**config.mk**
```make
export PLATFORM = sky130hd
export DESIGN_NAME = fetch_unit
export DESIGN_NICKNAME = d
export VERILOG_FILES = /design/src/hw/cpu_pkg.sv /design/src/hw/fetch_unit.sv
export VERILOG_INCLUDE_DIRS = /design/src /design/src/hw
export SDC_FILE = /design/constraint.sdc
export NUM_CORES = 2
export LEC_CHECK = 0
export BUFFER_PORTS_ARGS = -buffer_cell sky130_fd_sc_hd__buf_2
export CORE_AREA = 2 2 453 455
export CTS_CLUSTER_DIAMETER = 100
export DETAILED_ROUTE_END_ITERATION = 6
export DIE_AREA = 0 0 455 457
export MAX_ROUTING_LAYER = met4
export PLACE_DENSITY = 0.65
export SLEW_MARGIN = 15
export SYNTH_ARGS = -nofsm -noshare
export SYNTH_HDL_FRONTEND = slang
export SYNTH_SLANG_ARGS = --single-unit
```
**constraint.sdc**
```tcl
create_clock -name clock -period 2.15 [get_ports clock]
set_input_delay 0.645 -clock clock [delete_from_list [all_inputs] [get_ports clock]]
set_output_delay 0.645 -clock clock [all_outputs]
set_load 0.03 [all_outputs]
```
**src/hw/cpu_defs.svh**
```systemverilog
`ifndef CPU_DEFS_SVH
`define CPU_DEFS_SVH

// major opcodes in bits 30 to 25
`define TY_BASE 6'b100000
`define ADDI 6'b101000
`define ORI 6'b101100
`define XORI 6'b101011
`define MOVI 6'b100010
`define LWI 6'b000100
`define SWI 6'b010100
`define TY_LS 6'b011100

// base sub-opcodes in bits 4 to 0
`define ADD 5'b00000
`define SUB 5'b00001
`define AND 5'b00010
`define XOR 5'b00011
`define OR 5'b00100
`define SLLI 5'b01000
`define SRLI 5'b01001
`define ROTRI 5'b01011

// load/store sub-opcodes in bits 7 to 0
`define LW 8'b00000010
`define SW 8'b00001010

// instruction fields
`define OPCODE_FIELD 30:25
`define SUBOP_FIELD 4:0
`define SUBOP_LS_FIELD 7:0
`define RT_FIELD 24:20
`define RA_FIELD 19:15
`define RB_FIELD 14:10
`define SHAMT_FIELD 14:10
`define SV_FIELD 9:8
`define IMM15_FIELD 14:0
`define IMM15_SIGN 14
`define IMM20_FIELD 19:0
`define IMM20_SIGN 19

// memory depths and the word index within a byte address
`define IMEM_DEPTH 64
`define DMEM_DEPTH 64
`define WORD_INDEX_FIELD 7:2

`endif

```
**src/hw/cpu_pkg.sv**
```systemverilog
`default_nettype none

package cpu_pkg;

	typedef logic [31:0] word_t;
	typedef logic [31:0] inst_t;
	typedef logic [4:0] reg_idx_t;
	typedef logic [31:0] pc_t;
	typedef logic [5:0] opcode_t;
	typedef logic [5:0] imem_addr_t;

	typedef enum logic [2:0] {
		state_pc,
		state_fetch,
		state_execute,
		state_memory,
		state_writeback
	} cpu_state_t;

	typedef enum logic [1:0] {
		imm_none,
		imm_15,
		imm_15_x4,
		imm_index
	} imm_sel_t;

	typedef enum logic [1:0] {
		alu_reg,
		alu_sext_add,
		alu_zext_logic,
		alu_move_imm
	} alu_src_t;

	typedef enum logic [1:0] {
		wb_alu,
		wb_imm,
		wb_mem
	} wb_sel_t;

	typedef struct packed {
		imm_sel_t imm_sel;
		alu_src_t alu_src;
		wb_sel_t wb_sel;
		logic dm_read;
		logic dm_write;
		logic reg_write;
		logic [4:0] alu_op;
	} control_t;

	typedef struct packed {
		logic valid;
		reg_idx_t rt;
		word_t value;
	} retire_t;

	typedef struct packed {
		logic valid;
		word_t address;
		word_t data;
	} store_t;

endpackage

`default_nettype wire

```
**src/hw/fetch_unit.sv**
```systemverilog
`timescale 1ns/1ps
`default_nettype none

`include "cpu_defs.svh"

module fetch_unit (
	input logic clock,
	input logic reset,
	input logic pc_enable,
	input logic fetch_enable,
	input logic load_enable,
	input cpu_pkg::imem_addr_t load_address,
	input cpu_pkg::inst_t load_instruction,
	output cpu_pkg::inst_t instruction
);
	import cpu_pkg::*;

	pc_t pc;
	inst_t imem [0:`IMEM_DEPTH-1];
	inst_t imem_word;

	always_ff @(posedge clock or posedge reset) begin
		if (reset) begin
			pc <= '0;
		end else if (pc_enable) begin
			pc <= pc + 32'd4;
		end
	end

	// read uses the pc before it advances
	always_ff @(posedge clock) begin
		if (load_enable) begin
			imem[load_address] <= load_instruction;
		end
		if (pc_enable) begin
			imem_word <= imem[pc[`WORD_INDEX_FIELD]];
		end
	end

	always_ff @(posedge clock or posedge reset) begin
		if (reset) begin
			instruction <= '0;
		end else if (fetch_enable) begin
			instruction <= imem_word;
		end
	end

endmodule

`default_nettype wire

```
* After elaboration in Yosys (flattened, before gate mapping) *
Memory sizes are Yosys's and may differ from the RTL's. A register that Yosys moved wholly into a read port is not among the register bits.
Index checks and enable logic that the tools add are counted.

cells by class
  $add $sub $neg = 1
  muxes and demuxes = 2

operators with widths
  operator                                                         number
  32-bit by 3-bit adder with 32-bit output, second input constant  1
  1-bit 2-to-1 mux                                                 2

storage, ports and cells
  bits in registers = 64
  memory bits (writable) = 2048
  bits of input ports = 43
  output and inout port bits = 32
  word-level logic and storage cells = 6
  memories kept = 1

memories
  memory  words  bits a word  rd ports  clocked after memory_dff  write ports  RTL line          source
  imem    64     32           1         1                         1            fetch_unit.sv:19  inst_t imem [0:`IMEM_DEPTH-1];

* Depth between registers and ports, before layout *
  depth in word-level cells = 2
  mapped depth = 10
  depth with buffers taken out = 5

* Worst setup path before layout *
OpenSTA, ideal clock, no wires.

  path type = input to register
  from = input load_address[3]
  to = memory imem[48][0] (netlist name) (enable)
  setup time = 461 ps
  data arrival time = 3370 ps
  data required time = 1689 ps
  slack = -1681 ps
  stages = 4
  buffers on the path = 1
  cell sequence = clkbuf_1 -> nor2b_1 -> nand4b_1 -> nor3_1

RTL lines
  element      RTL line          source
  from (decl)  fetch_unit.sv:12  input cpu_pkg::imem_addr_t load_address,
  to (decl)    fetch_unit.sv:19

No word-level cell before the write port.

==> run_results.csv <==
group,metric,value,unit
place,port_buffers,74,
die,core_area,0.203,mm^2
layout,fill_cells,15933,
layout,num-nets-final,4360,
sta,worst_slew_pin_slew,1210,ps
die,die_h,457,um
logic_synthesis,netlist_instances,3617,
clock_network,cts-htree-levels,4,
place,routabilityCongestion,0.832,
sta,max_freq,0.375,GHz
route,wirelength,234000,um
clock_network,clock_latency,860,ps
global_route,grt_pass1_wl,325000,um
die,die_w,455,um
worst_hold_path,whs_endpoint,"imem[20][31]$_DFFE_PP_",
run_status,violations,"setup timing",
pwr,static-leakage-power,32.6,nW
logic_synthesis,synth_edf_count,2080,
logic_synthesis,yosys.cell_types.count,55,
die,die-area,0.208,mm^2
clock_network,cts_buffers,206,
critical_path,worstPathRequired,2740,ps
logic_synthesis,yosysTopAreaCell,"edfxtp_1",
critical_path,path_cells,"buf_12 > buf_12 > mux4_2 > mux4_2 > o22ai_4 > buf_6 > o31ai_1",
die,io_pins,75,
sta,setup_viol,32,
die,num_rows,166,
logic_synthesis,synth_xor_area_share,0.0542,%
route,viasPerCell,5.91,
worst_hold_path,hold_class,"input port to register",
die,start_util,39.7,%
sta,slew_viol_final,0,
critical_path,rrSetupSlack,-520,ps
clock_network,cts_max_path_buffers,3,
critical_path,timing.rr.end,"imem_word[18]$_DFFE_PP_",
critical_path,crit_path_end_kind,"register",
sta,slew_headroom,19.5,%
route,first_pass_iters,5,
logic_synthesis,ys.flop_type,"edfxtp_1",
route,drtIter0Drc,6262,
critical_path,cp_slowest_cell,"mux4_2",
route,num_vias,42519,
logic_synthesis,synthSimpleGateAreaFrac,1.14,%
place,place_ws,-1210,ps
layout,final_cell_count_no_fill,7192,
pwr,irDropWorstVdd,0.000775,V
logic_synthesis,synth_top_family_by_area,"multiplexers",
clock_network,clk_pin_slew,60,ps
critical_path,r2r_cells,7,
logic_synthesis,ys_ff_latch,2118,
layout,area_growth,23.8,%
sta,final-hold-violation-count,0,
run_status,status,"finished with violations",
global_route,grt_remaining_overflow,0,
place,dp_cells,6694,
logic_synthesis,synth-compound-area-share,3.04,%
logic_synthesis,synth_area_leaders,"edfxtp_1 77%, mux4_2 12%, mux2i_1 3.3%, dfrtp_1 1.2%, mux2_2 0.82%",
sta,skew,43.4,ps
logic_synthesis,synthTopCellsByCount,"2080 x edfxtp_1, 421 x mux4_2, 264 x mux2i_1",
route,ant_nets,0,
place,dp_hpwl,142000,um
pwr,powerDensity,1260,mW/mm^2
route,drc,0,
logic_synthesis,syn_area_per_cell,22.3,um^2
critical_path,worstReg2RegStart,"pc[2]$_DFFE_PP0P_",
global_route,grt.total_usage,23.0,%
critical_path,slowest_delay,570,ps
global_route,antenna_found_initial,13,
clock_network,cts_root_buf,"clkbuf_16",
logic_synthesis,netlist_area,0.0807,mm^2
clock_network,cts.sinks,2118,
critical_path,critical_path_class,"register to register",
worst_hold_path,worstHoldStart,"load_instruction[31]",
run,cap_viol_max_count,0,
logic_synthesis,ys_async_sr_fraction,1.79,%
pwr,total_power,126,mW
critical_path,cp-start-kind,"register",
sta,grt_setup_unrepaired,"yes",
logic_synthesis,synth_most_common_cell,"edfxtp_1",
critical_path,cp_data_arrival_time,3260,ps
global_route,grt_pass1_vias,41769,
layout,post-route-util,49.1,%
global_route,grt_max_degree,65,
logic_synthesis,yosysWarnings,0,
sta,period_needed,2670,ps
logic_synthesis,synthAdderAreaFrac,0.0155,%
sta,fin_crit_sh,124,%
logic_synthesis,syn-num-nets,3661,
sta,fin_ws,-516,ps
critical_path,cp_max_fo,12,
logic_synthesis,synth-seq-area-share,78.5,%
worst_hold_path,min_path_cells,1,
logic_synthesis,synthMuxAreaShare,15.8,%
clock_network,cts_tree,"built",
logic_synthesis,synth_top_area_share,77.4,%
layout,drive_gt1_share,37.6,%
route,wl_per_cell,32.6,um
sta,fin_tns_setup,-13140,ps
## where the power goes
part           leakage [nW]  internal, mW  switching, mW
clock                  3.26          20.1           15.6
combinational          10.2          21.0           21.8
sequential             19.2          46.6          0.956
total                  32.6          87.7           38.4
## state kept, by name (all words and copies together) (netlist names)
register	cells
imem_word	32
instruction	32
pc	6
imem	2048
## per-layer routing
metal	up-vias	track usage, %	share of wire, %
met1	23023	32.1	40
met2	2348	35.7	48
met5	-	-	0
li1	16812	-	-
met4	0	5.65	2.4
met3	336	3.63	9.3
## how the worst max path moves through the flow
stage / startpoint / to / slack (ps) / depth (start not counted)
floorplan: load_address[3] / imem[50][0]$_DFFE_PP_ / -340 / 4
global placement: pc[2]$_DFFE_PP0P_ / imem_word[0]$_DFFE_PP_ / -1180 / 7
detailed placement: pc[2]$_DFFE_PP0P_ / imem_word[0]$_DFFE_PP_ / -1210 / 7
CTS: pc[2]$_DFFE_PP0P_ / imem_word[1]$_DFFE_PP_ / -500 / 7
global route: pc[2]$_DFFE_PP0P_ / imem_word[18]$_DFFE_PP_ / -530 / 7
finish: pc[2]$_DFFE_PP0P_ / imem_word[18]$_DFFE_PP_ / -520 / 7
## worst max-delay path: cells and delay by family, from the launching register on
| family | cells | cell delay (ps) |
|---|---|---|
| compound gates | 2 | 270 |
| mux | 2 | 1070 |
| buf+inv | 3 | 520 |
| flops | 1 | 500 |
## final cells by class
type | count | area (um^2) | area share, %
timing repair buffer | 694 | 8690 | 8.70
antenna | 7 | 17.5 | 0.0175
multi-input combinational | 1291 | 17700 | 17.7
tap | 2688 | 3360 | 3.37
clock buffer | 269 | 5550 | 5.55
clock inverter | 120 | 1140 | 1.14
inverter | 5 | 21.3 | 0.0213
sequential | 2118 | 63400 | 63.5
## timing repair
item                                   CTS  global route
setup endpoints to repair               37            35
pin swaps                               32            38
gates resized for setup                230            86
endpoints found under the hold margin   38             0
buffers inserted                        55            31
gates cloned                            12             4
hold buffers                             1             0
## logic make-up after synthesis
| kind of cell | after synthesis |
|---|---|
| XOR/XNOR | 5 |
| multiplexers | 744 |
| buffers and inverters | 208 |
| flip-flops | 2118 |
| adder cells (fa/ha/maj) | 1 |
| AND/OR/NAND/NOR | 204 |
| AO/OA/AOI/OAI | 337 |
## layout by cell type, fill, tap and decap left out, drive strengths merged, types with 9 or more instances in the layout
cell / netlist / final
mux2: 59 / 59
edfxtp: 2080 / 2080
a221oi: 13 / 13
a21oi: 36 / 36
bufinv: 0 / 15
o21ai: 44 / 44
a211oi: 33 / 33
o22ai: 37 / 37
nor2b: 14 / 14
a22oi: 32 / 32
a2111oi: 9 / 9
dfrtp: 38 / 38
clkinv: 1 / 93
buf: 137 / 689
o31ai: 9 / 9
nor2: 106 / 106
a22o: 32 / 32
mux4: 421 / 421
clkbuf: 66 / 273
mux2i: 264 / 264
nand2: 30 / 30
a211o: 18 / 18
inv: 4 / 13
nand3: 17 / 17
o221ai: 49 / 49
## stage by stage
step	hold WS (ps)	instance area, um^2
floorplan	454	81300
global placement	459	90500
detailed placement	462	90500
CTS	204	99100
global route	199	99900
finish	212	99900
No activity file was read; power rests on OpenSTA's default activity.
