[src/hw/cpu_defs.svh]
`ifndef CPU_DEFS_SVH
`define CPU_DEFS_SVH

// major opcodes in bits 30 to 25
`define TY_BASE 6'b100000
`define ADDI 6'b101000
`define ORI 6'b101100
`define XORI 6'b101011
`define MOVI 6'b100010
`define LWI 6'b000100
`define SWI 6'b010100
`define TY_LS 6'b011100

// base sub-opcodes in bits 4 to 0
`define ADD 5'b00000
`define SUB 5'b00001
`define AND 5'b00010
`define XOR 5'b00011
`define OR 5'b00100
`define SLLI 5'b01000
`define SRLI 5'b01001
`define ROTRI 5'b01011

// load/store sub-opcodes in bits 7 to 0
`define LW 8'b00000010
`define SW 8'b00001010

// instruction fields
`define OPCODE_FIELD 30:25
`define SUBOP_FIELD 4:0
`define SUBOP_LS_FIELD 7:0
`define RT_FIELD 24:20
`define RA_FIELD 19:15
`define RB_FIELD 14:10
`define SHAMT_FIELD 14:10
`define SV_FIELD 9:8
`define IMM15_FIELD 14:0
`define IMM15_SIGN 14
`define IMM20_FIELD 19:0
`define IMM20_SIGN 19

// memory depths and the word index within a byte address
`define IMEM_DEPTH 64
`define DMEM_DEPTH 64
`define WORD_INDEX_FIELD 7:2

`endif

[src/hw/cpu_pkg.sv]
`default_nettype none

package cpu_pkg;

	typedef logic [31:0] word_t;
	typedef logic [31:0] inst_t;
	typedef logic [4:0] reg_idx_t;
	typedef logic [31:0] pc_t;
	typedef logic [5:0] opcode_t;
	typedef logic [5:0] imem_addr_t;

	typedef enum logic [2:0] {
		state_pc,
		state_fetch,
		state_execute,
		state_memory,
		state_writeback
	} cpu_state_t;

	typedef enum logic [1:0] {
		imm_none,
		imm_15,
		imm_15_x4,
		imm_index
	} imm_sel_t;

	typedef enum logic [1:0] {
		alu_reg,
		alu_sext_add,
		alu_zext_logic,
		alu_move_imm
	} alu_src_t;

	typedef enum logic [1:0] {
		wb_alu,
		wb_imm,
		wb_mem
	} wb_sel_t;

	typedef struct packed {
		imm_sel_t imm_sel;
		alu_src_t alu_src;
		wb_sel_t wb_sel;
		logic dm_read;
		logic dm_write;
		logic reg_write;
		logic [4:0] alu_op;
	} control_t;

	typedef struct packed {
		logic valid;
		reg_idx_t rt;
		word_t value;
	} retire_t;

	typedef struct packed {
		logic valid;
		word_t address;
		word_t data;
	} store_t;

endpackage

`default_nettype wire

[src/hw/execute_unit.sv]
`timescale 1ns/1ps
`default_nettype none

`include "cpu_defs.svh"

module execute_unit (
	input logic clock,
	input logic reset,
	input logic execute_enable,
	input logic writeback_enable,
	input cpu_pkg::inst_t instruction,
	input cpu_pkg::control_t control,
	input cpu_pkg::word_t writeback_value,
	output cpu_pkg::word_t alu_result,
	output cpu_pkg::word_t store_data,
	output cpu_pkg::retire_t retire
);
	import cpu_pkg::*;

	word_t regs [0:31];
	reg_idx_t rt;
	reg_idx_t ra;
	reg_idx_t rb;
	logic [4:0] shamt;
	word_t operand_a;
	word_t operand_b;
	word_t immediate;
	word_t alu_value;
	logic [63:0] rotate_wide;

	assign rt = instruction[`RT_FIELD];
	assign ra = instruction[`RA_FIELD];
	assign rb = instruction[`RB_FIELD];
	assign shamt = instruction[`SHAMT_FIELD];

	// ori/xori take the zero-extended form
	always_comb begin
		case (control.imm_sel)
			imm_15: begin
				if (control.alu_src == alu_zext_logic) begin
					immediate = {17'd0, instruction[`IMM15_FIELD]};
				end else begin
					immediate = {{17{instruction[`IMM15_SIGN]}}, instruction[`IMM15_FIELD]};
				end
			end
			imm_15_x4: immediate = {{15{instruction[`IMM15_SIGN]}}, instruction[`IMM15_FIELD], 2'b00};
			imm_index: immediate = regs[rb] << instruction[`SV_FIELD];
			default: immediate = '0;
		endcase
	end

	assign operand_a = regs[ra];
	assign operand_b = (control.imm_sel == imm_none) ? regs[rb] : immediate;
	assign rotate_wide = {operand_a, operand_a} >> shamt;

	always_comb begin
		case (control.alu_op)
			`ADD: alu_value = operand_a + operand_b;
			`SUB: alu_value = operand_a - operand_b;
			`AND: alu_value = operand_a & operand_b;
			`OR: alu_value = operand_a | operand_b;
			`XOR: alu_value = operand_a ^ operand_b;
			`SRLI: alu_value = operand_a >> shamt;
			`SLLI: alu_value = operand_a << shamt;
			`ROTRI: alu_value = rotate_wide[31:0];
			default: alu_value = operand_a + operand_b;
		endcase
		if (control.alu_src == alu_move_imm) begin
			alu_value = {{12{instruction[`IMM20_SIGN]}}, instruction[`IMM20_FIELD]};
		end
	end

	// result doubles as load/store address
	always_ff @(posedge clock or posedge reset) begin
		if (reset) begin
			alu_result <= '0;
			store_data <= '0;
		end else if (execute_enable) begin
			alu_result <= alu_value;
			store_data <= regs[rt];
		end
	end

	// r0 is an ordinary register here
	always_ff @(posedge clock or posedge reset) begin
		if (reset) begin
			for (int i = 0; i < 32; i++) begin
				regs[i] <= '0;
			end
		end else if (writeback_enable && control.reg_write) begin
			regs[rt] <= writeback_value;
		end
	end

	assign retire.valid = writeback_enable && control.reg_write;
	assign retire.rt = rt;
	assign retire.value = writeback_value;

endmodule

`default_nettype wire

[config.mk]
export PLATFORM = sky130hd
export DESIGN_NAME = execute_unit
export DESIGN_NICKNAME = d
export VERILOG_FILES = /design/src/hw/cpu_pkg.sv /design/src/hw/execute_unit.sv
export VERILOG_INCLUDE_DIRS = /design/src /design/src/hw
export SDC_FILE = /design/constraint.sdc
export NUM_CORES = 2
export LEC_CHECK = 0
export BUFFER_PORTS_ARGS = -buffer_cell sky130_fd_sc_hd__buf_2
export CAP_MARGIN = 20
export CORE_ASPECT_RATIO = 0.5
export CORE_MARGIN = 3
export CORE_UTILIZATION = 58
export CTS_BUF_LIST = sky130_fd_sc_hd__clkbuf_4 sky130_fd_sc_hd__clkbuf_8 sky130_fd_sc_hd__clkbuf_16
export DETAILED_ROUTE_END_ITERATION = 8
export PLACE_DENSITY = 0.78
export REMOVE_ABC_BUFFERS = 1
export SETUP_SLACK_MARGIN = 0.2
export SLEW_MARGIN = 0
export SYNTH_ARGS = -nofsm -noshare
export SYNTH_HDL_FRONTEND = slang
export SYNTH_SLANG_ARGS = --single-unit
[constraint.sdc]
create_clock -name clock -period 30.8 [get_ports clock]
set_clock_uncertainty 0.15 [all_clocks]
set_input_delay 3.08 -clock clock [delete_from_list [all_inputs] [get_ports clock]]
set_output_delay 3.08 -clock clock [all_outputs]
set_load 0.02 [all_outputs]
**Word level (Yosys, flattened, before mapping)**

Index checks and enable logic that the tools add are counted.

- Output and inout bits: 102
- Bits in read-only memories: 0
- Memory bits (writable): 0
- Word-level logic and storage cells: 82
- Memories: 0
- Bits in registers: 1088
- Bits in latches: 0

- Multiply operators: 0
- Div/mod/pow operators: 0
- Order comparisons: 4
- Muxes and demuxes: 17
- Add/sub/neg operators: 2
- Shift-type cells: 4
- Reduce and logical (&&, ||, !) cells: 3
- Equality and inequality tests: 12
- Bitwise logic cells: 6

Operators with widths:

| cell | number |
|---|---|
| bitwise mux 1024 bit | 1 |
| binary-select mux 32 bit (select 5 bit) | 3 |
| 2-to-1 mux 32 bit | 10 |
| one-hot mux 32 bit (7 select lines) | 1 |
| demux 32 bit (select 5 bit) | 1 |
| one-hot mux 32 bit (3 select lines) | 1 |
| right shift 64 x 5 -> 32 bit | 1 |
| adder 32 bit | 1 |
| AND 32 bit | 1 |
| OR 32 bit | 1 |
| left shift 32 x 2 -> 32 bit | 1 |
| left shift 32 x 5 -> 32 bit | 1 |
| right shift 32 x 5 -> 32 bit | 1 |
| subtractor 32 bit | 1 |
| bitwise XOR 32 bit | 1 |
| >= comparator 6 bit, second input constant | 3 |
| NOT 5 -> 6 bit | 3 |
| equality test 5 x 4 -> 1 bit, second input constant | 3 |
| equality test 5 x 2 -> 1 bit, second input constant | 2 |
| equality test 2 bit, second input constant | 4 |
| < comparator 6 x 1 -> 1 bit, second input constant | 1 |
| equality test 5 x 1 -> 1 bit, second input constant | 1 |
| equality test 5 x 3 -> 1 bit, second input constant | 1 |
| equality test 2 x 1 -> 1 bit, second input constant | 1 |
| other kinds (2) | 3 |

**Logic depth before layout (Yosys ltp)**

- Depth after elaboration: 10
- Gate-level depth with buffers: 29

**Least setup slack after synthesis**

No wires, ideal clock.

- Kind: in2reg
- Start: input instruction[11]
- End: register alu_result[31]
- Stages: 25
- Data required time: 30.521 ns
- Setup slack: 22.024 ns
- Data arrival time: 8.497 ns
- Cell sequence: buf_6 > buf_6 > mux4_1 > a22oi_2 > nand4_2 > o211a_2 > o41ai_4 > inv_2 > a211oi_4 > nand4_2 > o31ai_1 > xnor2_1 > ha_1 > a21o_1 > a21o_1 > a21o_1 > a311oi_1 > o21ai_0 > a211oi_1 > a2111oi_0 > o31ai_1 > nor3_1 > a41o_2 > a31oi_1 > a21oi_1

- Longest elaborated chain between the ends: 10
- Elaborated cells between the ends (all ways): 18
- Those cells by class: add/sub: 2; shift: 4; mux: 8; bitwise: 4

RTL lines:

| element | RTL line | RTL |
|---|---|---|
| from (decl) | execute_unit.sv:11 | `input cpu_pkg::inst_t instruction,` |
| NOT 5 -> 6 bit (implied by the code) | execute_unit.sv:47, execute_unit.sv:53 |  |
| binary-select mux 32 bit (select 5 bit) | execute_unit.sv:47, execute_unit.sv:53 |  |
| 2-to-1 mux 32 bit (implied by the code) (2 in series) | execute_unit.sv:47, execute_unit.sv:53 |  |
| left shift 32 x 2 -> 32 bit | execute_unit.sv:47 | `` imm_index: immediate = regs[rb] << instruction[`SV_FIELD]; `` |
| one-hot mux 32 bit (3 select lines) | execute_unit.sv:38 | `case (control.imm_sel)` |
| 2-to-1 mux 32 bit | execute_unit.sv:53 | `assign operand_b = (control.imm_sel == imm_none) ? regs[rb] : immediate;` |
| adder 32 bit (tied with other cells) | execute_unit.sv:58, execute_unit.sv:66 |  |
| one-hot mux 32 bit (7 select lines) * | execute_unit.sv:57 | `case (control.alu_op)` |
| 2-to-1 mux 32 bit * | execute_unit.sv:68 | `if (control.alu_src == alu_move_imm) begin` |
| to (signal assigned) | execute_unit.sv:79 | `alu_result <= alu_value;` |
| to (decl) | execute_unit.sv:14 | `output cpu_pkg::word_t alu_result,` |

Every way passes the cells marked *; elsewhere a longest branch is shown, timed or not. The select of a mux whose other input is x is not followed.
A chain may end at the register's enable or synchronous reset.

**Final worst setup path**

- Start: input instruction[12]
- End: register alu_result[31]

Same word-level chain as after synthesis.

==> impl_metrics.py <==
metrics = {
    "clock_tree": {
        "tritoncts": "done",
        "worstSkewPairLatency_ps": 770,
        "hold_buffers": 0,
        "cts_max_level": 3,
        "numClockSinks": 1088,
        "post-cts-setup-buffer-count": 0,
        "cts_buffers": 101,
        "clockRootBuffer": "clkbuf_16",
        "clk_pin_slew_ps": 70,
        "cts_buffer_depth": 3,
        "cts_resized": 0,
    },
    "layout": {
        "final_cell_count_no_fill": 7468,
        "area_growth_pct": 6.84,
        "nNetsFinal": 5858,
        "finish.utilization_pct": 63.1,
        "drive_above_1_share_pct": 42.2,
        "final_cell_area_mm2": 0.0802,
    },
    "logic_synthesis": {
        "synth_top_family_by_area": "multiplexers",
        "async_reset_ff_share_pct": 100,
        "ys_ff_latch": 1088,
        "netlist_instances": 5875,
        "synthDistinctLibCells": 120,
        "syn_area_mm2": 0.0751,
        "synth_mux_area_share_pct": 43.7,
        "post-synth-top-count-cell": "dfrtp_1",
        "synth_compound_area_share_pct": 8.11,
        "synth-simple-area-share_pct": 5.02,
        "synthTopCellsByArea": "dfrtp_1, mux4_2, mux2_2",
        "synthDominantCellAreaShare_pct": 36.3,
        "yosysSeqAreaShare_pct": 36.3,
        "synth_warnings": 0,
        "synth_edf_count": 0,
        "yosys.area_share.adder_pct": 1.63,
        "synth_top_cell_by_area": "dfrtp_1",
        "synth_xor_area_share_pct": 0.676,
        "ys.flop_type": "dfrtp_1",
        "synthTopCellsByCount": "dfrtp_1, mux2_2, mux4_2",
        "syn_avg_cell_area_um2": 12.8,
    },
    "placed_design": {
        "placed_cells": 7264,
        "post-dp-hpwl_um": 177000,
        "portBuffers": 172,
        "dpl_cell_area_mm2": 0.0765,
        "pre_cts_ws_ps": 18110,
        "gp_congestion": 0.988,
    },
    "power": {
        "comb_power_share_pct": 27.8,
        "p_per_area_mw_per_mm2": 55.8,
        "vdd_drop_max_uv": 46.9,
        "sequentialPowerShare_pct": 40.8,
        "power.total_w": 0.00448,
        "p_leak_nw": 35.0,
        "cellInternalPower_w": 0.00299,
        "switching_share_pct": 33.2,
        "clkPwrFrac_pct": 31.4,
        "p_switching_w": 0.00148,
    },
    "global_route": {
        "antenna_found_initial": 11,
        "grt_max_degree": 185,
        "grt_pass1_vias": 58079,
        "grt-ovfl-total": 0,
        "grt_pass1_wl_um": 405000,
        "grt_util_all_layers_pct": 41.5,
    },
    "timing": {
        "final_max_slew_viol_count": 0,
        "final.period_utilization_pct": 40.2,
        "rsz0062_at_grt": "no",
        "tightest_slew_ps": 1400,
        "relSlewSlack_pct": 5.98,
        "layout_min_cycle_time_ps": 12370,
        "final_hold_viol_count": 0,
        "fmax_mhz": 80.8,
        "setup_viol": 0,
        "setup_slack_ps": 18430,
    },
    "floorplan": {
        "io_pins": 184,
        "initial_core_util_pct": 59.0,
        "coreArea_mm2": 0.127,
        "die_area_mm2": 0.134,
        "die_x_um": 515,
        "die_y_um": 260,
        "rows": 92,
    },
    "worst_setup_path": {
        "critPathSlowestCell": "a2111oi_0",
        "critPathRequiredTime_ps": 31270,
        "path_class": "in2reg",
        "crit_buf_inv": 5,
        "path_common_cell": "buf_4",
        "cpPeakStageDelay_ps": 910,
        "worst-path-max-fanout": 73,
        "endpoint_kind": "flip-flop",
        "start_kind": "primary input",
        "crit_family": "compound AO/OA/AOI/OAI gates",
        "crit_arrival_ps": 12840,
    },
    "job": {
        "max_cap_viol_count": 0,
    },
    "outcome": {
        "status": "complete, no violations",
    },
    "drt": {
        "drtIter0Drc": 9874,
        "wire_per_inst_um": 37.5,
        "num_vias": 58797,
        "routed_via_density": 7.87,
        "drt_wl_total_um": 280000,
        "first_pass_iters": 9,
        "ant_nets": 0,
        "drc_errors": 0,
    },
    "hold_path": {
        "hold_class": "reg2reg",
    },
}
## cell type report
| class | count | area [µm²] |
|---|---|---|
| flip-flops and latches | 1088 | 27200 |
| well taps | 1692 | 2120 |
| clock buffers | 144 | 3010 |
| fillers | 9043 | 47000 |
| clock inverters | 45 | 664 |
| repair buffers | 319 | 2150 |
| multi-input cells | 4068 | 44600 |
| inverters | 101 | 392 |
| diodes | 11 | 27.5 |
## kinds of logic after synthesis
group | Yosys count
buf+inv | 719
simple gates | 811
compound gates | 878
fa+ha+maj | 97
mux | 2224
flops | 1088
xor+xnor | 58
## power groups by stage
stage / Clock (W) / Sequential, W / Combinational [W]
3_3_place_gp: 0 / 0.00181 / 0.00117
2_1_floorplan: 0 / 0.00179 / 0.000775
4_1_cts: 0.00140 / 0.00181 / 0.00121
6_report: 0.00140 / 0.00183 / 0.00124
3_5_place_dp: 0 / 0.00184 / 0.00120
5_1_grt: 0.00146 / 0.00184 / 0.00130
## registers in the layout (all words and copies together) (netlist names)
name,count
store_data,32
regs,1024
alu_result,32
## stage by stage
step	hold WS (ps)	TNS, ps
3_3_place_gp	320	0
3_5_place_dp	314	0
6_report	331	0
4_1_cts	329	0
2_1_floorplan	355	-3330430
5_1_grt	345	0
## cell usage in the layout (no fill, tap or decap), types with 28 or more instances in the layout
| cell | Yosys | routed |
|---|---|---|
| dfrtp_1 | 1088 | 1088 |
| mux2_2 | 1082 | 1082 |
| mux4_2 | 720 | 720 |
| mux2i_1 | 410 | 410 |
| nand2_1 | 301 | 291 |
| nor2_1 | 239 | 214 |
| a22oi_1 | 167 | 167 |
| buf_2 | 75 | 158 |
| a21oi_1 | 151 | 151 |
| buf_4 | 53 | 144 |
| o21ai_0 | 140 | 140 |
| clkbuf_16 | 0 | 101 |
| ha_1 | 96 | 96 |
| inv_1 | 91 | 88 |
| nand3_1 | 80 | 79 |
| o22ai_1 | 75 | 75 |
| a221oi_1 | 51 | 51 |
| xnor2_1 | 49 | 49 |
| a211oi_1 | 33 | 33 |
| nor3_1 | 30 | 28 |
## worst register-to-register path: stages (launching register included)
cell,delay [ps]
dfrtp_1,410
mux4_1,530
a22oi_2,300
nand4_2,440
o211a_2,460
o41ai_4,560
inv_2,130
a211oi_4,310
and2_1,230
a31oi_1,130
xnor2_1,150
ha_1,410
nand4_1,180
a2111oi_0,450
nor2_1,200
a21oi_1,380
a211oi_1,210
a2111oi_0,910
o31ai_1,360
and3_1,270
and4_2,230
a211oi_1,230
a21oi_1,90
## routing by layer
layer | vias up | global-route usage, % | share of wire [%] | wire (µm)
li1 | 22492 | - | - | -
met1 | 29856 | 52.5 | 35 | 97500
met2 | 5137 | 58.0 | 41 | 116000
met3 | 1292 | 20.6 | 17 | 47500
met4 | 20 | 23.0 | 6.7 | 18900
met5 | - | 0.288 | 0.050 | 140
## worst paths after layout
| check | startpoint | to | slack [ps] | cells past startpoint |
|---|---|---|---|---|
| setup / recovery | instruction[12] | alu_result[31] | 18430 | 26 |
| hold / removal | alu_result[18] | alu_result[18] | 330 | 2 |
| setup reg to reg | regs[129] | alu_result[31] | 22950 | 22 |
| hold reg to reg | alu_result[18] | alu_result[18] | 330 | 2 |
| max in group asynchronous | reset | alu_result[28] | 24610 | 5 |
| min in group asynchronous | reset | store_data[14] | 2420 | 2 |
(Power assumes the default switching activity.)
