<file path="src/hw/cpu_defs.svh">
`ifndef CPU_DEFS_SVH
`define CPU_DEFS_SVH

// major opcodes in bits 30 to 25
`define TY_BASE 6'b100000
`define ADDI 6'b101000
`define ORI 6'b101100
`define XORI 6'b101011
`define MOVI 6'b100010
`define LWI 6'b000100
`define SWI 6'b010100
`define TY_LS 6'b011100

// base sub-opcodes in bits 4 to 0
`define ADD 5'b00000
`define SUB 5'b00001
`define AND 5'b00010
`define XOR 5'b00011
`define OR 5'b00100
`define SLLI 5'b01000
`define SRLI 5'b01001
`define ROTRI 5'b01011

// load/store sub-opcodes in bits 7 to 0
`define LW 8'b00000010
`define SW 8'b00001010

// instruction fields
`define OPCODE_FIELD 30:25
`define SUBOP_FIELD 4:0
`define SUBOP_LS_FIELD 7:0
`define RT_FIELD 24:20
`define RA_FIELD 19:15
`define RB_FIELD 14:10
`define SHAMT_FIELD 14:10
`define SV_FIELD 9:8
`define IMM15_FIELD 14:0
`define IMM15_SIGN 14
`define IMM20_FIELD 19:0
`define IMM20_SIGN 19

// memory depths and the word index within a byte address
`define IMEM_DEPTH 64
`define DMEM_DEPTH 64
`define WORD_INDEX_FIELD 7:2

`endif

</file>
<file path="src/hw/cpu_pkg.sv">
`default_nettype none

package cpu_pkg;

	typedef logic [31:0] word_t;
	typedef logic [31:0] inst_t;
	typedef logic [4:0] reg_idx_t;
	typedef logic [31:0] pc_t;
	typedef logic [5:0] opcode_t;
	typedef logic [5:0] imem_addr_t;

	typedef enum logic [2:0] {
		state_pc,
		state_fetch,
		state_execute,
		state_memory,
		state_writeback
	} cpu_state_t;

	typedef enum logic [1:0] {
		imm_none,
		imm_15,
		imm_15_x4,
		imm_index
	} imm_sel_t;

	typedef enum logic [1:0] {
		alu_reg,
		alu_sext_add,
		alu_zext_logic,
		alu_move_imm
	} alu_src_t;

	typedef enum logic [1:0] {
		wb_alu,
		wb_imm,
		wb_mem
	} wb_sel_t;

	typedef struct packed {
		imm_sel_t imm_sel;
		alu_src_t alu_src;
		wb_sel_t wb_sel;
		logic dm_read;
		logic dm_write;
		logic reg_write;
		logic [4:0] alu_op;
	} control_t;

	typedef struct packed {
		logic valid;
		reg_idx_t rt;
		word_t value;
	} retire_t;

	typedef struct packed {
		logic valid;
		word_t address;
		word_t data;
	} store_t;

endpackage

`default_nettype wire

</file>
<file path="src/hw/cpu_controller.sv">
`timescale 1ns/1ps
`default_nettype none

`include "cpu_defs.svh"

module cpu_controller (
	input logic clock,
	input logic reset,
	input logic run,
	input cpu_pkg::inst_t instruction,
	output logic pc_enable,
	output logic fetch_enable,
	output logic execute_enable,
	output logic memory_enable,
	output logic writeback_enable,
	output cpu_pkg::control_t control
);
	import cpu_pkg::*;

	cpu_state_t state;
	cpu_state_t next_state;
	opcode_t opcode;

	assign opcode = instruction[`OPCODE_FIELD];

	always_ff @(posedge clock or posedge reset) begin
		if (reset) begin
			state <= state_pc;
		end else begin
			state <= next_state;
		end
	end

	// idle in state_pc until run
	always_comb begin
		case (state)
			state_pc: next_state = run ? state_fetch : state_pc;
			state_fetch: next_state = state_execute;
			state_execute: next_state = state_memory;
			state_memory: next_state = state_writeback;
			default: next_state = state_pc;
		endcase
	end

	assign pc_enable = (state == state_pc) && run;
	assign fetch_enable = (state == state_fetch);
	assign execute_enable = (state == state_execute);
	assign memory_enable = (state == state_memory);
	assign writeback_enable = (state == state_writeback);

	always_comb begin
		control.imm_sel = imm_none;
		control.alu_src = alu_reg;
		control.wb_sel = wb_alu;
		control.dm_read = 1'b0;
		control.dm_write = 1'b0;
		control.reg_write = 1'b0;
		control.alu_op = `ADD;
		case (opcode)
			`TY_BASE: begin
				case (instruction[`SUBOP_FIELD])
					`ADD, `SUB, `AND, `OR, `XOR, `SRLI, `SLLI, `ROTRI: begin
						control.reg_write = 1'b1;
						control.alu_op = instruction[`SUBOP_FIELD];
					end
					default: begin
						control.reg_write = 1'b0;
					end
				endcase
			end
			`ADDI: begin
				control.imm_sel = imm_15;
				control.alu_src = alu_sext_add;
				control.reg_write = 1'b1;
			end
			`ORI, `XORI: begin
				control.imm_sel = imm_15;
				control.alu_src = alu_zext_logic;
				control.reg_write = 1'b1;
				control.alu_op = (opcode == `ORI) ? `OR : `XOR;
			end
			`MOVI: begin
				control.alu_src = alu_move_imm;
				control.wb_sel = wb_imm;
				control.reg_write = 1'b1;
			end
			`LWI, `SWI: begin
				control.imm_sel = imm_15_x4;
				control.alu_src = alu_sext_add;
				control.wb_sel = wb_mem;
				control.dm_read = (opcode == `LWI);
				control.dm_write = (opcode == `SWI);
				control.reg_write = (opcode == `LWI);
			end
			`TY_LS: begin
				control.imm_sel = imm_index;
				control.alu_src = alu_sext_add;
				control.wb_sel = wb_mem;
				case (instruction[`SUBOP_LS_FIELD])
					`LW: begin
						control.dm_read = 1'b1;
						control.reg_write = 1'b1;
					end
					`SW: begin
						control.dm_write = 1'b1;
					end
					default: begin
						control.dm_read = 1'b0;
					end
				endcase
			end
			default: begin
				control.reg_write = 1'b0;
			end
		endcase
	end

endmodule

`default_nettype wire

</file>
<file path="config.mk">
export PLATFORM = sky130hd
export DESIGN_NAME = cpu_controller
export DESIGN_NICKNAME = d
export VERILOG_FILES = /design/src/hw/cpu_pkg.sv /design/src/hw/cpu_controller.sv
export VERILOG_INCLUDE_DIRS = /design/src /design/src/hw
export SDC_FILE = /design/constraint.sdc
export NUM_CORES = 1
export LEC_CHECK = 0
export ABC_CLOCK_PERIOD_IN_PS = 5300
export BUFFER_PORTS_ARGS = -buffer_cell sky130_fd_sc_hd__buf_2
export CORE_MARGIN = 4
export CORE_UTILIZATION = 35
export CTS_CLUSTER_SIZE = 40
export DETAILED_ROUTE_END_ITERATION = 12
export PLACE_DENSITY_LB_ADDON = 0.25
export SLEW_MARGIN = 20
export SYNTH_ARGS = -nofsm -noshare
export SYNTH_HDL_FRONTEND = slang
export SYNTH_SLANG_ARGS = --single-unit
</file>
<file path="constraint.sdc">
create_clock -name clock -period 5.3 [get_ports clock]
set_clock_uncertainty 0.15 [all_clocks]
set_input_delay 1.06 -clock clock [delete_from_list [all_inputs] [get_ports clock]]
set_output_delay 1.06 -clock clock [all_outputs]
set_load 0.005 [all_outputs]
</file>
# Yosys cells after proc, flatten, opt, wreduce, memory -nomap -nowiden
# Index checks and enable logic that the tools add are counted.
# word_totals
ff_bits	3
output_inout_bits	19
elab_cells	45
# op_classes
n_eq_ne	21
n_mux	13
reduce_logical	10
# ops
cell	count
6-bit == test (second input constant)	5
5-bit by 4-bit == test with 1-bit output (second input constant)	3
6-bit by 5-bit == test with 1-bit output (second input constant)	2
2-bit case mux with 3 select lines	2
3-bit case mux with 4 select lines	1
5-bit by 2-bit == test with 1-bit output (second input constant)	2
5-bit case mux with 2 select lines	1
8-bit by 2-bit == test with 1-bit output (second input constant)	1
8-bit by 4-bit == test with 1-bit output (second input constant)	1
2-bit case mux with 2 select lines	2
4-bit OR reduction	2
8-bit OR reduction	1
3-bit by 2-bit == test with 1-bit output (second input constant)	2
6-bit by 3-bit == test with 1-bit output (second input constant)	1
3-bit OR reduction	2
5-bit by 1-bit == test with 1-bit output (second input constant)	1
5-bit by 3-bit == test with 1-bit output (second input constant)	1
5-bit logical NOT	1
5-bit two-way mux	1
1-bit two-way mux	4
1-bit case mux with 4 select lines	1
2-bit OR reduction	2
3-bit by 1-bit == test with 1-bit output (second input constant)	1
3-bit == test (second input constant)	1
3 further kinds	3

# Logic depth before layout (Yosys ltp)
# Gate-level depths: netlist of run 1.
# depth
depth_word	4
mapped_depth	5
depth_no_buf	4

# Worst setup path before layout of run 1
# Ideal clock, no wire load.
# synth_timing
path_type	input -> output
start	input port instruction[5]
end	output port control[5] in the netlist's numbering
arrival_time_ns	2.052
required_time_ns	4.090
slack_ns	2.038
stages	4
path_buffers	0
path_cell_list	or4_4 > nor4_4 > a31oi_1 > o211ai_1
# synth_rtl
element	line	rtl
start: declaration	cpu_controller.sv:10	input cpu_pkg::inst_t instruction,
end: declaration	cpu_controller.sv:16	output cpu_pkg::control_t control

==> impl_metrics.tcl, run 1 <==
set metrics [dict create \
    cts_hold_buf 0 \
    top_register "state" \
    grt_max_degree 16 \
    min_path_cells 1 \
    setup_viol 0 \
    setup_slack_ps 1770 \
    synthTopCellsByArea "dfrtp_1, nor3b_1, and3b_1" \
    nets 136 \
    drcViolationCount 0 \
    antenna_left 0 \
    cp_slowest_stage_delay_ps 530 \
    start_util_pct 37.3 \
    overflow 0 \
    fin_tns_setup_ps 0 \
    reg2reg_depth 2 \
    die-area_sq_um 2050 \
    synth_fp_nets 102 \
    path_delay_family "simple AND/OR/NAND/NOR gates" \
    avgSynthCellArea_sq_um 7.25 \
    netlist.area_leader.share_pct 15.5 \
    synth_warnings 0 \
    cp-end-kind "output pin" \
    cts-resized-gates 0 \
    hpwl_um 1060 \
    cp-start-kind "primary input" \
    cts_sinks 3 \
    routed_wl_um 1340 \
    reg_top3 "state (3)" \
    cp_num_cells 6 \
    via_per_inst 5.15 \
    clock_power_share_pct 25.0 \
    wl_per_cell_um 11.7 \
    pre_cts_ws_ps 1750 \
    num_rows 13 \
    combPwrFrac_pct 43.1 \
    p_per_area_nw_per_um2 234 \
    outcome "finished, final reports clean" \
    syn-instance-count 67 \
    whs_ps 497 \
    peakVddDrop_mv 0.256 \
    vias 592 \
    io_pins 54 \
    slew_viol_final 0 \
    period_minus_slack_ps 3530 \
    die_w_um 45.2 \
    hold_path_class "register to register" \
    synth_area_sq_um 485 \
    crit_required_ps 4090 \
    leakagePower_uw 0.000354 \
    drt_iter0_markers 9 \
    largest_register_ffs 3 \
    seq_area_frac_synth_pct 15.5 \
    path_buf_inv 2 \
    async_flop_share_pct 100 \
    worstPathCellList "buf_2 -> or4_4 -> nor4_4 -> a31oi_1 -> o211ai_1 -> buf_2" \
    grt_use_total_pct 13.3 \
    clk_pin_slew_ps 40 \
    synth-edff-count 0 \
    final_core_util_pct 51.5 \
    hold_violations 0 \
    period_share_pct 66.5 \
    drive_gt1_share_pct 43.0 \
    arrival_ps 2320 \
    grt_pass1_vias 507 \
    timing.fmax_mhz 284 \
    antenna_cells 0 \
    p_sw_uw 57.6 \
    worst_path_max_delay_cell "or4_4" \
    numCtsBuffers 3 \
    gp_congestion 0.805 \
    antenna_found_initial 0 \
    cts_tree "yes" \
    maxCapViolCount 0 \
    grt_pass1_wl_um 2050 \
    path_common_cell "buf_2" \
    clk-insertion-delay-late_ps 230 \
    cp_max_fo 2 \
    p_seq_share_pct 31.9 \
    area_growth_pct 38.1 \
    clock_path_buffers 2 \
    root_buffer "clkbuf_4" \
    post-cts-setup-buffer-count 0 \
    core_area_sq_um 1300 \
    cts_max_level 1 \
    intPower_uw 99.2 \
    synthFlopType "dfrtp_1" \
    fill_cells 139 \
    rsz0062_at_grt "false" \
    path_class "primary input to output pin" \
    dr.pass1.iters 4 \
    yosysTopAreaCell "dfrtp_1" \
    swShare_pct 36.7 \
    synth.ff_latch_count 3 \
    chipHeight_um 45.2 \
    netlist-cell-type-count 31 \
    port-buffer-count 34 \
]
synth_stat cells (2+ instances only):
| library cell | n |
|---|---|
| a21o_1 | 2 |
| nor2_1 | 6 |
| a31oi_1 | 2 |
| a21boi_0 | 3 |
| and3b_1 | 3 |
| o21ai_0 | 5 |
| a21oi_1 | 2 |
| nand4_1 | 2 |
| inv_1 | 6 |
| buf_2 | 3 |
| dfrtp_1 | 3 |
| or2_2 | 2 |
| nand2_1 | 2 |
| nor3b_1 | 5 |
| nand3_1 | 4 |
| buf_4 | 2 |
area by class of cell:
type	instances	area (sq um)	area share, %
Clock buffer	4	26.3	3.92
Multi-Input combinational cell	53	358	53.4
Sequential cell	3	75.1	11.2
Timing Repair Buffer	34	170	25.4
Tap cell	15	18.8	2.80
Inverter	6	22.5	3.36
kinds of logic (layout without fill, tap and decap cells):
group | Yosys count | in the layout | share of synthesized area (%)
AOI/OAI and AO/OA | 18 | 18 | 24.5
DFF | 3 | 3 | 15.5
xor gates and xnor gates | 2 | 2 | 3.61
and+or+nand+nor | 32 | 32 | 44.8
other | 1 | 1 | 0.772
buffers and inverters | 11 | 44 | 10.8
placed cells by master (no fill, tap or decap), types with 2 or more instances in the layout:
| master | instances |
|---|---|
| a31oi_1 | 2 |
| nor2_1 | 6 |
| buf_2 | 34 |
| a21oi_1 | 2 |
| a21o_1 | 2 |
| dfrtp_1 | 3 |
| or2_2 | 2 |
| nand2_1 | 2 |
| a21boi_0 | 3 |
| o21ai_0 | 5 |
| inv_1 | 6 |
| nand4_1 | 2 |
| and3b_1 | 3 |
| nor3b_1 | 5 |
| clkbuf_4 | 3 |
| nand3_1 | 4 |
power by group through the flow:
stage	Sequential (uW)	Combinational [uW]	Clock [uW]
after floorplan	43.1	42.1	0
after global placement	46.4	66.6	0
after detailed placement	48.9	67.6	0
after CTS	49.1	68.2	40.7
after global routing	51.0	74.7	42.7
final	50.0	67.5	39.2
per-layer routing:
layer | up-vias | track usage (%) | wire length (um)
met2 | 21 | 21.2 | 638
li1 | 305 | - | -
met3 | 0 | 1.99 | 121
met1 | 266 | 17.7 | 583
met4 | 0 | 5.26 | 0
met5 | - | 0 | 0
per-stage QoR:
| stage | power (uW) | std cells | cell area (sq um) |
|---|---|---|---|
| 2_1_floorplan | 85.2 | 67 | 485 |
| 3_3_place_gp | 113 | 111 | 644 |
| 3_5_place_dp | 116 | 111 | 644 |
| 4_1_cts | 158 | 115 | 671 |
| 5_1_grt | 168 | 115 | 671 |
| 6_report | 157 | 115 | 671 |
worst register-to-register path, cell delays in order, from the launching register on:
cell,delay (ps)
dfrtp_1,430
nor3b_1,180
or2_2,300
worst paths after layout:
path / slack [ps] / from / to
hold reg to reg: 500 / state[1] / state[2]
min in group asynchronous: 540 / reset / state[2]
max in group asynchronous: 4340 / reset / state[1]
setup reg to reg: 4110 / state[1] / state[0]
setup / recovery: 1770 / instruction[5] / control[5]
hold / removal: 500 / state[1] / state[2]
Note: power is estimated with default switching activity, not from simulation.
==> run 2: changes to the inputs <==
--- a/config.mk
+++ b/config.mk
@@ -6,10 +6,10 @@
 export SDC_FILE = /design/constraint.sdc
 export NUM_CORES = 1
 export LEC_CHECK = 0
-export ABC_CLOCK_PERIOD_IN_PS = 5300
+export ABC_CLOCK_PERIOD_IN_PS = 3630
 export BUFFER_PORTS_ARGS = -buffer_cell sky130_fd_sc_hd__buf_2
 export CORE_MARGIN = 4
-export CORE_UTILIZATION = 35
+export CORE_UTILIZATION = 33
 export CTS_CLUSTER_SIZE = 40
 export DETAILED_ROUTE_END_ITERATION = 12
 export PLACE_DENSITY_LB_ADDON = 0.25
==> constraint.sdc (replaced) <==
create_clock -name clock -period 3.63 [get_ports clock]
set_clock_uncertainty 0.15 [all_clocks]
set_input_delay 0.726 -clock clock [delete_from_list [all_inputs] [get_ports clock]]
set_output_delay 0.726 -clock clock [all_outputs]
set_load 0.005 [all_outputs]
==> impl_metrics.tcl, run 2 (synthesis gave the netlist of run 1 again) <==
set metrics [dict create \
    outcome "finished, final reports clean" \
    p_per_area_nw_per_um2 338 \
    combPwrFrac_pct 43.7 \
    cp-end-kind "output pin" \
    p_seq_share_pct 29.7 \
    top_register "state" \
    clk_pin_slew_ps 40 \
    path_class "primary input to output pin" \
    timing.fmax_mhz 350 \
    cts_hold_buf 0 \
    drcViolationCount 0 \
    hold_violations 0 \
    chipHeight_um 46.4 \
    reg2reg_depth 2 \
    worstReg2RegStart "state[2]" \
    grt_pass1_vias 482 \
    layout_commonest_cell "buf_2" \
    post-cts-setup-buffer-count 0 \
    routed_wl_um 1240 \
    drt_iter0_markers 1 \
    grt_pass1_wl_um 1930 \
    rsz0062_at_grt "false" \
    start_util_pct 36.0 \
    grt_use_total_pct 12.5 \
    largest_register_ffs 3 \
    whs_ps 193 \
    layout.cells.most_common_list "buf_2, inv_1, nor2_1" \
    cts-resized-gates 0 \
    setup_viol 0 \
    reg_top3 "state (3)" \
    crit_required_ps 2750 \
    fin_tns_setup_ps 0 \
    slew_viol_final 0 \
    period_share_pct 78.6 \
    drive_gt1_share_pct 43.0 \
    worstReg2RegEnd "state[0]" \
    reg2reg_slack_ps 2440 \
    period_minus_slack_ps 2850 \
    cts_sinks 3 \
    gp_congestion 0.714 \
    overflow 0 \
    io_pins 54 \
    clk-insertion-delay-late_ps 240 \
    numCtsBuffers 3 \
    clock_path_buffers 2 \
    antenna_found_initial 0 \
    nets 136 \
    area_growth_pct 38.1 \
    peakVddDrop_mv 0.205 \
    cts_tree "yes" \
    intPower_uw 145 \
    cp-start-kind "primary input" \
    final_area_sq_um 671 \
    cp_max_fo 2 \
    hold_path_class "primary input to asynchronous set/reset pin" \
    via_per_inst 4.98 \
    startpoint "instruction[5]" \
    wl_per_cell_um 10.8 \
    maxCapViolCount 0 \
    core_area_sq_um 1350 \
    antenna_cells 0 \
    port-buffer-count 34 \
    dr.pass1.iters 2 \
    grt_max_degree 16 \
    vias 573 \
    cts_max_level 1 \
    swShare_pct 35.9 \
    die-area_sq_um 2150 \
    arrival_ps 1980 \
    antenna_left 0 \
    num_rows 13 \
    p_sw_uw 81.3 \
    die_w_um 46.4 \
    endpoint "control[5]" \
    detailed_place.area_sq_um 644 \
    leakagePower_uw 0.000354 \
    clock_power_share_pct 26.6 \
    root_buffer "clkbuf_4" \
    hpwl_um 1030 \
]
-- run 2: cell counts in the layout (fill, tap and decap cells not counted) --
Identical to the previous run, type by type.
-- run 2: critical path: stages --
cell	delay [ps]
buf_2	100
or4_4	530
nor4_4	170
a31oi_1	140
o211ai_1	180
buf_2	140
-- run 2: power groups by stage --
| stage | sequential, uW | clock (uW) | combinational [uW] |
|---|---|---|---|
| 6_report | 67.3 | 60.2 | 99.1 |
| 5_1_grt | 72.8 | 67.5 | 112 |
| 4_1_cts | 67.7 | 62.7 | 101 |
| 3_5_place_dp | 68.0 | 0 | 100 |
| 3_3_place_gp | 66.5 | 0 | 99.0 |
| 2_1_floorplan | 63.0 | 0 | 61.5 |
-- run 2: how the worst min path moves through the flow --
stage,start,end,slack (ps),cells after the start
floorplan,reset,state[0],330,1
global placement,reset,state[0],440,2
detailed placement,reset,state[1],440,2
CTS,reset,state[1],190,2
global route,reset,state[2],190,2
finish,reset,state[1],190,2
-- run 2: layout make-up --
type / count / area [sq um]
Sequential cell: 3 / 75.1
Fill cell: 165 / 679
Timing Repair Buffer: 34 / 170
Clock buffer: 4 / 26.3
Multi-Input combinational cell: 53 / 358
Tap cell: 15 / 18.8
Inverter: 6 / 22.5
-- run 2: per-stage QoR --
stage	util [%]	setup WS, ps	std cells	power [uW]
detailed placement	47.7	756	111	168
finish	49.7	776	115	227
global route	49.7	678	115	252
CTS	49.7	750	115	231
global placement	47.7	761	111	165
floorplan	-	1040	67	124
-- run 2: routing by layer --
layer	share of wire, %	GRT usage [%]	up-vias
met5	0	0	-
met1	43	14.9	245
met2	45	19.8	24
met4	0	5.11	0
met3	11	5.08	0
li1	-	-	304
